$ cat config.mk
export PLATFORM = sky130hd
export DESIGN_NAME = motion_top
export DESIGN_NICKNAME = d
export VERILOG_FILES = /design/src/hdl/stepper_pkg.sv /design/src/hdl/motion_top.sv /design/src/hdl/stepper_cmd.sv /design/src/hdl/endstop_homing.sv /design/src/hdl/stepper_config.sv /design/src/hdl/step_gen.sv /design/src/hdl/move_fifo.sv
export SDC_FILE = /design/constraint.sdc
export NUM_CORES = 2
export LEC_CHECK = 0
export ABC_AREA = 1
export BUFFER_PORTS_ARGS = -buffer_cell sky130_fd_sc_hd__clkbuf_2
export CAP_MARGIN = 15
export CORE_MARGIN = 4
export CORE_UTILIZATION = 45
export DETAILED_ROUTE_END_ITERATION = 12
export GPL_ROUTABILITY_DRIVEN = 0
export GPL_TIMING_DRIVEN = 0
export SYNTH_ARGS = -nofsm -noshare
export SYNTH_HDL_FRONTEND = slang
export SYNTH_SLANG_ARGS = --single-unit
$ cat constraint.sdc
create_clock -name clk -period 5.96 [get_ports clk]
set_input_delay 0.298 -clock clk [delete_from_list [all_inputs] [get_ports clk]]
set_output_delay 0.298 -clock clk [all_outputs]
set_load 0.01 [all_outputs]
$ cat src/hdl/stepper_pkg.sv
package stepper_pkg;

	// Channel counts
	localparam int n_motors = 2;
	localparam int n_endstops = 2;

	typedef logic [0:0] chan_t;
	typedef logic [7:0] cmd_t;
	typedef logic [31:0] systime_t;
	typedef logic [31:0] interval_t;
	typedef logic [31:0] count_t;
	typedef logic [31:0] add_t;
	typedef logic signed [31:0] position_t;
	typedef logic [23:0] sample_t;

	// A move is packed as {dir[96], interval[95:64], count[63:32], add[31:0]}
	typedef logic [96:0] move_t;

	localparam cmd_t cmd_config_stepper = 8'h10;
	localparam cmd_t cmd_queue_step = 8'h11;
	localparam cmd_t cmd_set_next_dir = 8'h12;
	localparam cmd_t cmd_reset_step_clock = 8'h13;
	localparam cmd_t cmd_get_pos = 8'h14;
	localparam cmd_t cmd_endstop_set_stepper = 8'h15;
	localparam cmd_t cmd_endstop_query = 8'h16;
	localparam cmd_t cmd_endstop_home = 8'h17;

	localparam logic [31:0] rsp_get_pos = 32'h0000_0081;
	localparam logic [31:0] rsp_endstop_state = 32'h0000_0082;

	localparam int move_depth = 8;
	localparam int move_ptr_w = $clog2(move_depth);

	// Fields of the per-channel configuration register file
	localparam logic [1:0] field_edge = 2'd0;
	localparam logic [1:0] field_dir = 2'd1;
	localparam logic [1:0] field_link = 2'd2;

	// Modular compare, a difference of half the range or more lies in the past
	function automatic logic time_past(systime_t t, systime_t now);
		systime_t diff;
		diff = t - now;
		return diff[31];
	endfunction

endpackage
$ cat src/hdl/motion_top.sv
`timescale 1ns/1ps

module motion_top (
	input logic clk,
	input logic reset,
	input stepper_pkg::systime_t systime,
	input stepper_pkg::cmd_t cmd,
	input logic cmd_ready,
	input logic [31:0] arg_data,
	output logic cmd_done,
	output logic [31:0] param_data,
	output logic param_write,
	output logic invol_req,
	input logic invol_grant,
	input logic [stepper_pkg::n_endstops-1:0] endstop_in,
	input logic shutdown,
	output logic [stepper_pkg::n_motors-1:0] step,
	output logic [stepper_pkg::n_motors-1:0] dir,
	output logic step_missed_clock,
	output logic endstop_missed_clock,
	output logic queue_overflow
);
	import stepper_pkg::*;

	logic [n_motors-1:0] push;
	logic [n_motors-1:0] pop;
	logic [n_motors-1:0] empty;
	logic [n_motors-1:0] full;
	logic [n_motors-1:0] stop;
	logic [n_motors-1:0] clock_set;
	logic [n_motors-1:0] missed;
	logic [n_motors-1:0] edge_mode;
	logic [n_motors-1:0] next_dir;
	logic [n_endstops-1:0][n_motors-1:0] link;
	logic [n_endstops-1:0] trigger;
	logic [n_endstops-1:0] homing;
	logic [n_endstops-1:0] pins;
	move_t move_data;
	move_t fifo_move [n_motors];
	position_t position [n_motors];
	systime_t clock_time;
	systime_t home_time;
	sample_t home_samples;
	logic home_we;
	logic home_pin;
	chan_t home_chan;
	logic cfg_we;
	logic [1:0] cfg_field;
	chan_t cfg_chan;
	chan_t cfg_index;
	logic cfg_value;

	stepper_cmd i_cmd (
		.clk, .reset, .cmd, .cmd_ready, .arg_data, .cmd_done,
		.param_data, .param_write, .invol_req, .invol_grant, .shutdown,
		.trigger, .link, .next_dir, .position, .homing, .pins, .full,
		.push, .move_data, .stop, .queue_overflow,
		.cfg_we, .cfg_field, .cfg_chan, .cfg_index, .cfg_value,
		.clock_set, .clock_time,
		.home_we, .home_chan, .home_time, .home_samples, .home_pin
	);

	stepper_config i_config (
		.clk, .reset, .cfg_we, .cfg_field, .cfg_chan, .cfg_index, .cfg_value,
		.edge_mode, .next_dir, .link
	);

	endstop_homing i_homing (
		.clk, .reset, .systime, .endstop_in,
		.home_we, .home_chan, .home_time, .home_samples, .home_pin,
		.trigger, .homing, .pins,
		.home_missed(endstop_missed_clock)
	);

	for (genvar m = 0; m < n_motors; m++) begin : g_motor
		// A stop flushes the queue in the same cycle that halts the generator
		move_fifo i_fifo (
			.clk, .reset,
			.flush(stop[m]),
			.push(push[m]),
			.move_data,
			.pop(pop[m]),
			.move(fifo_move[m]),
			.empty(empty[m]),
			.full(full[m])
		);

		step_gen i_step (
			.clk, .reset, .systime,
			.stop(stop[m]),
			.edge_mode(edge_mode[m]),
			.clock_set(clock_set[m]),
			.clock_time,
			.move(fifo_move[m]),
			.empty(empty[m]),
			.pop(pop[m]),
			.step(step[m]),
			.dir(dir[m]),
			.position(position[m]),
			.missed_clock(missed[m])
		);
	end

	assign step_missed_clock = |missed;

endmodule

$ cat src/hdl/stepper_cmd.sv
`timescale 1ns/1ps

module stepper_cmd (
	input logic clk,
	input logic reset,
	input stepper_pkg::cmd_t cmd,
	input logic cmd_ready,
	input logic [31:0] arg_data,
	output logic cmd_done,
	output logic [31:0] param_data,
	output logic param_write,
	output logic invol_req,
	input logic invol_grant,
	input logic shutdown,
	input logic [stepper_pkg::n_endstops-1:0] trigger,
	input logic [stepper_pkg::n_endstops-1:0][stepper_pkg::n_motors-1:0] link,
	input logic [stepper_pkg::n_motors-1:0] next_dir,
	input stepper_pkg::position_t position [stepper_pkg::n_motors],
	input logic [stepper_pkg::n_endstops-1:0] homing,
	input logic [stepper_pkg::n_endstops-1:0] pins,
	input logic [stepper_pkg::n_motors-1:0] full,
	output logic [stepper_pkg::n_motors-1:0] push,
	output stepper_pkg::move_t move_data,
	output logic [stepper_pkg::n_motors-1:0] stop,
	output logic queue_overflow,
	output logic cfg_we,
	output logic [1:0] cfg_field,
	output stepper_pkg::chan_t cfg_chan,
	output stepper_pkg::chan_t cfg_index,
	output logic cfg_value,
	output logic [stepper_pkg::n_motors-1:0] clock_set,
	output stepper_pkg::systime_t clock_time,
	output logic home_we,
	output stepper_pkg::chan_t home_chan,
	output stepper_pkg::systime_t home_time,
	output stepper_pkg::sample_t home_samples,
	output logic home_pin
);
	import stepper_pkg::*;

	typedef enum logic [4:0] {
		s_idle,
		s_config,
		s_set_dir,
		s_link,
		s_queue_interval,
		s_queue_count,
		s_queue_add,
		s_reset_clock,
		s_pos_value,
		s_pos_code,
		s_query_homing,
		s_query_pin,
		s_query_code,
		s_home_time,
		s_home_samples,
		s_home_pin,
		s_wait_grant
	} cmd_state_t;

	cmd_state_t state;
	chan_t chan;
	interval_t q_interval;
	count_t q_count;
	add_t q_add;
	systime_t arg_time;
	logic [n_motors-1:0] discard;
	logic [n_endstops-1:0] pending;
	logic [n_endstops-1:0] grant_mask;
	chan_t grant_chan;

	// The channel stays put until the next command is accepted
	assign move_data = {next_dir[chan], q_interval, q_count, q_add};
	assign cfg_chan = chan;
	assign home_chan = chan;
	assign clock_time = arg_time;
	assign home_time = arg_time;

	always_comb begin
		for (int m = 0; m < n_motors; m++) begin
			stop[m] = shutdown;
			for (int e = 0; e < n_endstops; e++)
				stop[m] = stop[m] | (trigger[e] & link[e][m]);
		end
	end

	// Lowest pending endstop is reported first
	always_comb begin
		grant_chan = '0;
		for (int e = n_endstops - 1; e >= 0; e--)
			if (pending[e])
				grant_chan = chan_t'(e);
		grant_mask = '0;
		if (state == s_wait_grant && invol_grant)
			grant_mask[grant_chan] = 1'b1;
	end

	always_ff @(posedge clk) begin
		if (reset) begin
			state <= s_idle;
			cmd_done <= 1'b0;
			param_data <= '0;
			param_write <= 1'b0;
			invol_req <= 1'b0;
			push <= '0;
			clock_set <= '0;
			cfg_we <= 1'b0;
			home_we <= 1'b0;
			discard <= '0;
			pending <= '0;
			queue_overflow <= 1'b0;
		end else begin
			cmd_done <= 1'b0;
			push <= '0;
			clock_set <= '0;
			cfg_we <= 1'b0;
			home_we <= 1'b0;
			// A stopped motor ignores moves until its clock is reset
			discard <= discard | stop;
			pending <= (pending | trigger) & ~grant_mask;

			case (state)
				s_idle: begin
					if (cmd_ready) begin
						chan <= chan_t'(arg_data);
						case (cmd)
							cmd_config_stepper: state <= s_config;
							cmd_set_next_dir: state <= s_set_dir;
							cmd_endstop_set_stepper: state <= s_link;
							cmd_queue_step: state <= s_queue_interval;
							cmd_reset_step_clock: state <= s_reset_clock;
							cmd_endstop_home: state <= s_home_time;
							cmd_get_pos: begin
								param_data <= 32'(chan_t'(arg_data));
								param_write <= 1'b1;
								state <= s_pos_value;
							end
							cmd_endstop_query: begin
								param_data <= 32'(chan_t'(arg_data));
								param_write <= 1'b1;
								state <= s_query_homing;
							end
							default: cmd_done <= 1'b1;
						endcase
					end else if (pending != '0) begin
						invol_req <= 1'b1;
						state <= s_wait_grant;
					end
				end
				s_config, s_set_dir, s_link: begin
					cfg_we <= 1'b1;
					cfg_field <= (state == s_config) ? field_edge :
						(state == s_set_dir) ? field_dir : field_link;
					cfg_value <= arg_data[0];
					cfg_index <= chan_t'(arg_data);
					cmd_done <= 1'b1;
					state <= s_idle;
				end
				s_queue_interval: begin
					q_interval <= arg_data;
					state <= s_queue_count;
				end
				s_queue_count: begin
					q_count <= arg_data;
					state <= s_queue_add;
				end
				s_queue_add: begin
					q_add <= arg_data;
					if (!discard[chan] && !stop[chan]) begin
						if (full[chan])
							queue_overflow <= 1'b1;
						else
							push[chan] <= 1'b1;
					end
					cmd_done <= 1'b1;
					state <= s_idle;
				end
				s_reset_clock: begin
					arg_time <= arg_data;
					clock_set[chan] <= 1'b1;
					discard[chan] <= 1'b0;
					cmd_done <= 1'b1;
					state <= s_idle;
				end
				s_pos_value: begin
					param_data <= position[chan];
					state <= s_pos_code;
				end
				s_pos_code: begin
					param_data <= rsp_get_pos;
					param_write <= 1'b0;
					cmd_done <= 1'b1;
					state <= s_idle;
				end
				s_query_homing: begin
					param_data <= 32'(homing[chan]);
					state <= s_query_pin;
				end
				s_query_pin: begin
					param_data <= 32'(pins[chan]);
					state <= s_query_code;
				end
				s_query_code: begin
					param_data <= rsp_endstop_state;
					param_write <= 1'b0;
					cmd_done <= 1'b1;
					state <= s_idle;
				end
				s_home_time: begin
					arg_time <= arg_data;
					state <= s_home_samples;
				end
				s_home_samples: begin
					home_samples <= sample_t'(arg_data);
					state <= s_home_pin;
				end
				s_home_pin: begin
					home_pin <= arg_data[0];
					home_we <= 1'b1;
					cmd_done <= 1'b1;
					state <= s_idle;
				end
				s_wait_grant: begin
					// The report reuses the endstop_query response frame
					if (invol_grant) begin
						invol_req <= 1'b0;
						chan <= grant_chan;
						param_data <= 32'(grant_chan);
						param_write <= 1'b1;
						state <= s_query_homing;
					end
				end
				default: state <= s_idle;
			endcase
		end
	end

endmodule

$ cat src/hdl/endstop_homing.sv
`timescale 1ns/1ps

module endstop_homing (
	input logic clk,
	input logic reset,
	input stepper_pkg::systime_t systime,
	input logic [stepper_pkg::n_endstops-1:0] endstop_in,
	input logic home_we,
	input stepper_pkg::chan_t home_chan,
	input stepper_pkg::systime_t home_time,
	input stepper_pkg::sample_t home_samples,
	input logic home_pin,
	output logic [stepper_pkg::n_endstops-1:0] trigger,
	output logic [stepper_pkg::n_endstops-1:0] homing,
	output logic [stepper_pkg::n_endstops-1:0] pins,
	output logic home_missed
);
	import stepper_pkg::*;

	typedef enum logic [1:0] {
		es_wait_time,
		es_rest,
		es_sample
	} es_state_t;

	es_state_t es_state [n_endstops];
	logic [n_endstops-1:0] pins_meta;
	systime_t start_time [n_endstops];
	sample_t samples [n_endstops];
	sample_t run [n_endstops];
	logic [n_endstops-1:0] expect_pin;
	logic [n_endstops-1:0] last_sample;
	logic [n_endstops-1:0] fire;

	// A run of matching samples completes on the sample that reaches the count
	always_comb begin
		for (int i = 0; i < n_endstops; i++) begin
			if (es_state[i] == es_rest)
				last_sample[i] = (samples[i] == sample_t'(1));
			else
				last_sample[i] = (run[i] + sample_t'(1) == samples[i]);
			fire[i] = homing[i] && (es_state[i] != es_wait_time)
				&& (pins[i] == expect_pin[i]) && last_sample[i];
		end
	end

	always_ff @(posedge clk) begin
		if (reset) begin
			trigger <= '0;
			homing <= '0;
			home_missed <= 1'b0;
			for (int i = 0; i < n_endstops; i++)
				es_state[i] <= es_wait_time;
		end else begin
			trigger <= '0;
			for (int i = 0; i < n_endstops; i++) begin
				if (fire[i]) begin
					trigger[i] <= 1'b1;
					homing[i] <= 1'b0;
					es_state[i] <= es_wait_time;
				end else if (homing[i]) begin
					case (es_state[i])
						es_wait_time: begin
							if (systime == start_time[i])
								es_state[i] <= es_rest;
						end
						es_rest: begin
							if (pins[i] == expect_pin[i]) begin
								run[i] <= sample_t'(1);
								es_state[i] <= es_sample;
							end
						end
						es_sample: begin
							if (pins[i] != expect_pin[i])
								es_state[i] <= es_rest;
							else
								run[i] <= run[i] + sample_t'(1);
						end
						default: es_state[i] <= es_wait_time;
					endcase
				end
			end
			// A zero sample count cancels homing on that endstop
			if (home_we) begin
				homing[home_chan] <= (home_samples != '0);
				es_state[home_chan] <= es_wait_time;
				if (home_samples != '0 && time_past(home_time, systime))
					home_missed <= 1'b1;
			end
		end
	end

	always_ff @(posedge clk) begin
		pins_meta <= endstop_in;
		pins <= pins_meta;
		if (home_we) begin
			start_time[home_chan] <= home_time;
			samples[home_chan] <= home_samples;
			expect_pin[home_chan] <= home_pin;
		end
	end

endmodule

$ cat src/hdl/stepper_config.sv
`timescale 1ns/1ps

module stepper_config (
	input logic clk,
	input logic reset,
	input logic cfg_we,
	input logic [1:0] cfg_field,
	input stepper_pkg::chan_t cfg_chan,
	input stepper_pkg::chan_t cfg_index,
	input logic cfg_value,
	output logic [stepper_pkg::n_motors-1:0] edge_mode,
	output logic [stepper_pkg::n_motors-1:0] next_dir,
	output logic [stepper_pkg::n_endstops-1:0][stepper_pkg::n_motors-1:0] link
);
	import stepper_pkg::*;

	always_ff @(posedge clk) begin
		if (reset) begin
			edge_mode <= '0;
			next_dir <= '0;
			link <= '0;
		end else if (cfg_we) begin
			case (cfg_field)
				field_edge: edge_mode[cfg_chan] <= cfg_value;
				field_dir: next_dir[cfg_chan] <= cfg_value;
				// For links cfg_chan names the endstop and cfg_index the motor
				field_link: link[cfg_chan][cfg_index] <= 1'b1;
				default: ;
			endcase
		end
	end

endmodule

$ cat src/hdl/step_gen.sv
`timescale 1ns/1ps

module step_gen (
	input logic clk,
	input logic reset,
	input stepper_pkg::systime_t systime,
	input logic stop,
	input logic edge_mode,
	input logic clock_set,
	input stepper_pkg::systime_t clock_time,
	input stepper_pkg::move_t move,
	input logic empty,
	output logic pop,
	output logic step,
	output logic dir,
	output stepper_pkg::position_t position,
	output logic missed_clock
);
	import stepper_pkg::*;

	typedef enum logic [1:0] {
		sg_idle,
		sg_load,
		sg_wait_due
	} sg_state_t;

	sg_state_t state;
	// Holds the due time of the pending step, and the last step time once idle
	systime_t last_time;
	interval_t interval;
	add_t add;
	count_t remaining;
	logic toggle;
	logic hit;
	logic next_late;
	systime_t next_due;

	assign pop = (state == sg_idle) && !empty && !stop;
	assign hit = (state == sg_wait_due) && (systime == last_time) && !stop;
	assign step = edge_mode ? (toggle ^ hit) : hit;
	assign next_due = last_time + interval;

	// The new due time is seen from the next cycle on, so compare one tick ahead
	assign next_late = time_past(next_due, systime + 32'd1);

	always_ff @(posedge clk) begin
		if (reset) begin
			state <= sg_idle;
			last_time <= '0;
			dir <= 1'b0;
			position <= '0;
			toggle <= 1'b0;
			missed_clock <= 1'b0;
		end else begin
			if (clock_set)
				last_time <= clock_time;
			if (stop) begin
				state <= sg_idle;
			end else begin
				case (state)
					sg_idle: begin
						if (pop) begin
							dir <= move[96];
							// Moves with no steps are dropped right away
							if (move[63:32] != '0)
								state <= sg_load;
						end
					end
					sg_load: begin
						last_time <= next_due;
						if (next_late)
							missed_clock <= 1'b1;
						state <= sg_wait_due;
					end
					sg_wait_due: begin
						if (hit) begin
							position <= dir ? position + position_t'(1) : position - position_t'(1);
							toggle <= toggle ^ edge_mode;
							if (remaining == count_t'(1)) begin
								state <= sg_idle;
							end else begin
								last_time <= next_due;
								if (next_late)
									missed_clock <= 1'b1;
							end
						end
					end
					default: state <= sg_idle;
				endcase
			end
		end
	end

	// Move fields, the interval grows by add each time a due time is computed
	always_ff @(posedge clk) begin
		if (pop) begin
			interval <= move[95:64];
			remaining <= move[63:32];
			add <= move[31:0];
		end else if (state == sg_load || hit) begin
			interval <= interval + add;
			if (hit)
				remaining <= remaining - 1'b1;
		end
	end

endmodule

$ cat src/hdl/move_fifo.sv
`timescale 1ns/1ps

module move_fifo (
	input logic clk,
	input logic reset,
	input logic flush,
	input logic push,
	input stepper_pkg::move_t move_data,
	input logic pop,
	output stepper_pkg::move_t move,
	output logic empty,
	output logic full
);
	import stepper_pkg::*;

	move_t mem [move_depth];
	logic [move_ptr_w-1:0] wr_ptr;
	logic [move_ptr_w-1:0] rd_ptr;
	logic [move_ptr_w:0] used;
	logic do_push;
	logic do_pop;

	assign empty = (used == '0);
	// Depth is a power of two, so the top bit of the fill count means full
	assign full = used[move_ptr_w];
	assign do_push = push && !full;
	assign do_pop = pop && !empty;

	// Show-ahead output, the head entry is presented without a read cycle
	assign move = mem[rd_ptr];

	always_ff @(posedge clk) begin
		if (reset || flush) begin
			wr_ptr <= '0;
			rd_ptr <= '0;
			used <= '0;
		end else begin
			if (do_push)
				wr_ptr <= wr_ptr + 1'b1;
			if (do_pop)
				rd_ptr <= rd_ptr + 1'b1;
			case ({do_push, do_pop})
				2'b10: used <= used + 1'b1;
				2'b01: used <= used - 1'b1;
				default: ;
			endcase
		end
	end

	always_ff @(posedge clk) begin
		if (do_push)
			mem[wr_ptr] <= move_data;
	end

endmodule

## Word-level counts from Yosys, hierarchy flattened

Memory sizes are Yosys's and may differ from the RTL's. A register that Yosys moved wholly into a read port is not among the register bits.
Index checks and enable logic that the tools add are counted.

- Bitwise operators: 38
- Equality and inequality tests: 69
- $lt $le $gt $ge: 7
- Add/subtract/negate cells: 24
- Mux-type cells: 198
- Reduce and logical (&&, ||, !) cells: 101

Operator list:

| kind | count |
|---|---|
| $mux W32 | 26 |
| $pmux W32 S7 | 1 |
| $add A32 B32 Y32 | 4 |
| $eq A32 B32 Y1 | 4 |
| $pmux W32 S2 | 2 |
| $mux W1 | 117 |
| $sub A32 B32 Y32 | 3 |
| $add A32 B2 Y32 const B | 2 |
| $eq A32 B1 Y1 const B | 2 |
| $eq A8 B5 Y1 const B | 8 |
| $reduce_bool A32 Y1 | 2 |
| $sub A32 B1 Y32 const B | 2 |
| $sub A32 B2 Y32 const B | 2 |
| $add A24 B1 Y24 const B | 2 |
| $eq A24 B1 Y1 const B | 2 |
| $eq A24 B24 Y1 | 2 |
| $mux W24 | 2 |
| $mux W2 | 23 |
| $pmux W5 S9 | 1 |
| $eq A5 B4 Y1 const B | 8 |
| $pmux W5 S8 | 1 |
| $add A32 B1 Y32 const B | 1 |
| $reduce_and A4 Y1 | 8 |
| $reduce_and A2 Y1 | 13 |
| 51 further kinds | 199 |

- Memories: 6
- Word-level logic and storage cells: 498
- Output and inout port bits: 42
- Register bits: 577
- Memory bits (writable): 1716
- Bits of input ports: 79

Memory list:

| memory | words | width | read ports | clocked after memory_dff | write ports | line | source |
|---|---|---|---|---|---|---|---|
| g_motor[0].i_fifo.mem | 8 | 97 | 1 | 1 | 1 | move_fifo.sv:16 | `move_t mem [move_depth];` |
| g_motor[1].i_fifo.mem | 8 | 97 | 1 | 1 | 1 | move_fifo.sv:16 |  |
| i_homing.start_time | 2 | 32 | 2 | 0 | 1 | endstop_homing.sv:28 | `systime_t start_time [n_endstops];` |
| i_homing.run | 2 | 24 | 2 | 0 | 2 | endstop_homing.sv:30 | `sample_t run [n_endstops];` |
| i_homing.samples | 2 | 24 | 2 | 0 | 1 | endstop_homing.sv:29 | `sample_t samples [n_endstops];` |
| i_homing.es_state | 2 | 2 | 2 | 0 | 3 | endstop_homing.sv:26 | `es_state_t es_state [n_endstops];` |

## Longest topological paths before layout

- Depth in word-level cells: 12
- Mapped depth: 27
- Depth with buffers taken out: 26

## Cells and area by module

Synthesis repeated with hierarchy kept, for this count alone.

- Cell total of the unflattened synthesis: 10938
- Area, all modules: 110093.1 um^2

Modules (own cells, without submodules):

| module | cells each | area an instance (um^2) | instances |
|---|---|---|---|
| move_fifo at g_motor[1].i_fifo | 2276 | 30784.5 | 1 |
| move_fifo at g_motor[0].i_fifo | 2274 | 30764.5 | 1 |
| step_gen at g_motor[0].i_step | 2243 | 15010.6 | 1 |
| step_gen at g_motor[1].i_step | 2230 | 14886.8 | 1 |
| endstop_homing | 1185 | 10306.1 | 1 |
| stepper_cmd | 670 | 7953.9 | 1 |
| stepper_config | 57 | 375.4 | 1 |
| motion_top | 3 | 11.3 | 1 |

## Worst setup path before layout

Ideal clock, no wire load.

- Kind: reg-to-reg
- Start: register g_motor[0].i_fifo.used[3]
- End: memory g_motor[0].i_fifo.mem[0][0] (netlist name) (enable)
- Buffers on the path: 0
- Period minus slack after synthesis: 5427 ps
- Path slack: 533 ps
- Setup time: 553 ps
- Arrival: 4873 ps
- Cell stages (with the launch flop): 5
- Data required time: 5407 ps
- Cells stage by stage: dfxtp_1 > inv_1 > nand2_1 > or2_2 > nor2_1

- Longest elaborated chain between the ends: 4

Ends and longest elaborated chain:

| what | line | source |
|---|---|---|
| from (decl) | move_fifo.sv:19 | `logic [move_ptr_w:0] used;` |
| from (signal assigned) | move_fifo.sv:43 | `2'b10: used <= used + 1'b1;` |
| from (signal assigned) | move_fifo.sv:44 | `2'b01: used <= used - 1'b1;` |
| $logic_not A1 Y1 | move_fifo.sv:26 | `assign do_push = push && !full;` |
| $logic_and A1 B1 Y1 | move_fifo.sv:26 |  |
| $mux W1 | move_fifo.sv:51 | `if (do_push)` |
| $mux W1 (not written as such) | move_fifo.sv:52 | `mem[wr_ptr] <= move_data;` |
| to (decl) | move_fifo.sv:16 |  |

Every way passes these cells.

## Worst setup path in the final report

- Start: register i_homing.trigger[1] (netlist name)
- End: register g_motor[1].i_fifo.used[3]

- Longest elaborated chain between the ends: 7
- Elaborated cells between the ends (all ways): 10

Ends and longest elaborated chain:

| what | line | source |
|---|---|---|
| from (decl) | endstop_homing.sv:13 | `output logic [stepper_pkg::n_endstops-1:0] trigger,` |
| from (signal assigned) | endstop_homing.sv:49 | `trigger <= '0;` |
| from (signal assigned) | endstop_homing.sv:55 | `trigger <= '0;` |
| from (signal, indexed assignment) | endstop_homing.sv:58 | `trigger[i] <= 1'b1;` |
| $and A1 B1 Y1 (*) | stepper_cmd.sv:83 | `stop[m] = stop[m] \| (trigger[e] & link[e][m]);` |
| $or A1 B1 Y1 (*) | stepper_cmd.sv:83 |  |
| $logic_not A1 Y1 (*) | step_gen.sv:38 | `assign pop = (state == sg_idle) && !empty && !stop;` |
| $logic_and A1 B1 Y1 (*) | step_gen.sv:38 |  |
| $logic_and A1 B1 Y1 (*) | move_fifo.sv:27 | `assign do_pop = pop && !empty;` |
| named net g_motor[1].i_fifo.do_pop | move_fifo.sv:21 | `logic do_pop;` |
| $eq A2 B1 Y1 / $eq A2 B2 Y1 (equally long branches) | move_fifo.sv:42 | `case ({do_push, do_pop})` |
| $pmux W4 S2 / $reduce_bool A2 Y1 (equally long branches) | n/a |  |
| to (signal assigned) | move_fifo.sv:43 |  |
| to (signal assigned) | move_fifo.sv:44 |  |
| to (decl) | move_fifo.sv:19 |  |

Mark *: on every way through the listed nets, which the timed path passes. The rest lies on a longest branch.
A chain may end at the register's enable or synchronous reset.

==> qor.txt <==
Routed vias/inst - 5.934
CTS sink count - 2299
Initial core utilization - 45.31%
Final wirelength - 365200 um
Final Non-Filler Cells - 13.77k
I/O Buffers - 95
CTS tree - yes
CP arrival - 5.75 ns
Post-synth EDFFs - 2063
Post-synthesis cell area - 105700 sq um
Max-Slew Margin vs Limit - 19.42%
Cell variety after synth - 74
Mean Syn Cell Area - 10.64 sq um
Antenna-violating nets left - 0
Largest area contributor in the netlist - edfxtp_1
Hold Path Class - in2reg
Area added between synthesis and finish - 13.94%
DIE AREA - 242600 sq um
FFs w/ async S/R, synth - 0%
Number of max-cap violations - 0
Commonest non-fill, non-tap cell in the layout - edfxtp_1
Drt wl/cell - 26.53 um
First-pass GRT wire length - 520900 um
Worst VDD drop - 0.4082 mV
H-tree levels - 4
Clk Latency, worst-skew pair - 0.95 ns
GRT overflow - 0
Area of the multi-input gates - 35180 sq um
Most frequent cells in the layout - edfxtp_1, nor2_1, nand2_1, o21ai_0, inv_1
Drt drc - 0
Root Driver - clkbuf_16
Initial antenna violation count - 39
TritonCTS Buffers - 230
Crit Path Category - reg2reg
Crit share post-route - 83.64%
Setup violators final - 0
Crit path time final - 4.985 ns
Leakage power - 43.62 nW
Fillcell total - 20.43k
Placed Instances - 13.26k
Status - finished, final reports clean
Placed wire-length estimate - 267600 um
Die width - 492.6 um
CTS max path bufs - 3
Seq/Total Area, Yosys - 63.10%
Nets - 10.77k
Critical path capture point type - flop
Worst setup SP type - flop
YS warnings - 0
Placement Rows - 177
Top cell type's share of synthesized area - 58.63%
Peak Freq - 200.6 MHz
#FFs+latches synth - 2299
Clock transition at path regs - 0.06 ns
Worst-Margin Slew - 1.209 ns
Clock skew - 0.07880 ns
Max-slew violations - 0
CP Max Fanout - 10
Top area cells in the synthesized netlist - edfxtp_1, o21ai_0, nor2_1, nand2_1, dfxtp_1
Net count after synthesis - 10.31k
# IOs - 121
FF+latch area - 66670 sq um
Share of cells above drive strength 1 - 7.671%
Via Count - 81.69k
Top_reg_cell synth - edfxtp_1
Vias in the first global route - 76.42k
# resized after CTS - 0
WP data required - 6.72 ns
Initial DRC count - 11.04k
Die height - 492.6 um
Mapped Cells - 9930
All-layer global routing usage - 29.22%
Total negative setup slack - 0 ns
Unrepaired setup endpoints after global routing - false
Final hold violations - 0
Initial DRT Pass Iterations - 7
CORE AREA - 233200 sq um
Total power per unit cell area - 272.3 nW/um^2
Largest net degree at the start of global routing - 34
-- state kept, by name, summed over array words and instances, names as in the netlist, 4 cells and up, named ones only --
name                      count
i_homing.start_time          64
i_homing.es_state             4
i_cmd.q_add                  32
i_cmd.clock_time             32
i_cmd.q_count                32
i_homing.samples             48
g_motor.i_fifo.used           8
i_cmd.state                   5
g_motor.i_step.state          4
g_motor.i_step.position      64
g_motor.i_fifo.rd_ptr         6
i_cmd.q_interval             32
g_motor.i_step.remaining     64
g_motor.i_step.interval      64
g_motor.i_fifo.wr_ptr         6
i_cmd.home_samples           24
g_motor.i_fifo.mem         1552
i_homing.run                 48
i_config.link                 4
i_cmd.param_data             32
g_motor.i_step.last_time     64
g_motor.i_step.add           64
-- cells in the mapped netlist (all sizes together), types with 10 or more instances --
cell / number
a211oi: 16
a21boi: 12
a21o: 19
a21oi: 511
a31oi: 130
buf: 105
clkbuf: 344
dfxtp: 236
edfxtp: 2063
ha: 295
inv: 564
mux2i: 10
nand2: 1350
nand3: 222
nand3b: 50
nand4: 124
nor2: 1602
nor3: 95
nor4: 63
o2111ai: 11
o211ai: 76
o21a: 25
o21ai: 1241
o21bai: 10
o221ai: 66
o22ai: 266
or2: 71
xnor2: 126
xor2: 169
-- power breakdown --
| part | switching (W) | internal [W] |
|---|---|---|
| clock network | 0.00651 | 0.00834 |
| logic | 0.000458 | 0.000147 |
| registers | 0.0000107 | 0.0173 |
-- per-layer routing --
| layer | global-route usage, % | part of all wire, % | vias up |
|---|---|---|---|
| li1 | - | - | 36470 |
| met1 | 38.95 | 39 | 39450 |
| met2 | 44.53 | 44 | 4926 |
| met3 | 6.520 | 11 | 841 |
| met4 | 15.96 | 6.1 | 2 |
| met5 | 0 | 0.0025 | - |
-- cell families after synthesis --
family,synth area share (%)
DFF,63.10
buffers and inverters,3.762
muxes,0.1267
adders and majority gates,3.645
xor gates and xnor gates,2.459
AOI/OAI and AO/OA,12.61
and+or+nand+nor,14.30
-- critical path: stages, from the launching register on --
cell and delay, ns:
dfxtp_1 0.34, nand2_1 0.07, nand3_1 0.26, inv_1 0.48
nand2_1 0.46, inv_1 0.29, clkbuf_1 0.56, clkbuf_1 0.96
ha_1 0.36, ha_1 0.28, nand2_1 0.08, nor2_1 0.04
a211oi_1 0.23, nor2_1 0.07, nor2_1 0.09, nand2_1 0.08
o21ai_0 0.14, a21oi_1 0.05
-- what timing repair did --
action                                 4_1_cts  5_1_grt
setup buffers                                0        0
hold buffers                                18        1
setup endpoints to repair                    0        0
endpoints found under the hold margin       40        1
-- per-stage QoR --
| stage | area, sq um | setup slack, ns | total power [W] | util [%] | hold slack, ns |
|---|---|---|---|---|---|
| 6_report | 120400 | 0.9753 | 0.03279 | 51.63 | 0.04806 |
| 3_3_place_gp | 110100 | -5.000 | 0.01823 | 47.20 | 0.3189 |
| 2_1_floorplan | 105700 | 0.5332 | 0.01795 | - | 0.3096 |
| 4_1_cts | 120200 | 1.136 | 0.03287 | 51.53 | 0.007544 |
| 3_5_place_dp | 112300 | 0.9860 | 0.01824 | 48.14 | 0.3135 |
| 5_1_grt | 120300 | 0.8034 | 0.03364 | 51.58 | -0.008218 |
-- area by class of cell --
cell class,instances,share of cell area [%]
Antenna cell,49,0.1018
Buffer,449,1.534
Clock buffer,282,5.018
Clock inverter,152,1.399
Inverter,567,1.768
Multi-Input combinational cell,6615,29.22
Sequential cell,2299,55.38
Tap cell,3132,3.255
Timing Repair Buffer,221,2.328
-- path summary, 6_finish.rpt --
| path | startpoint | endpoint | slack (ns) | cells past startpoint |
|---|---|---|---|---|
| worst min-delay path | endstop_in[1] | i_homing.pins_meta[1]$_DFF_P_ | 0.05 | 2 |
| worst max register to register | i_homing.trigger[1]$_SDFF_PP0_ | g_motor[1].i_fifo.used[3]$_SDFFE_PP0P_ | 0.98 | 17 |
| worst max-delay path | i_homing.trigger[1]$_SDFF_PP0_ | g_motor[1].i_fifo.used[3]$_SDFFE_PP0P_ | 0.98 | 17 |
| worst min register to register | i_homing.pins_meta[1]$_DFF_P_ | i_homing.pins[1]$_DFF_P_ | 0.33 | 0 |
Power figures use the tool's default switching activity.
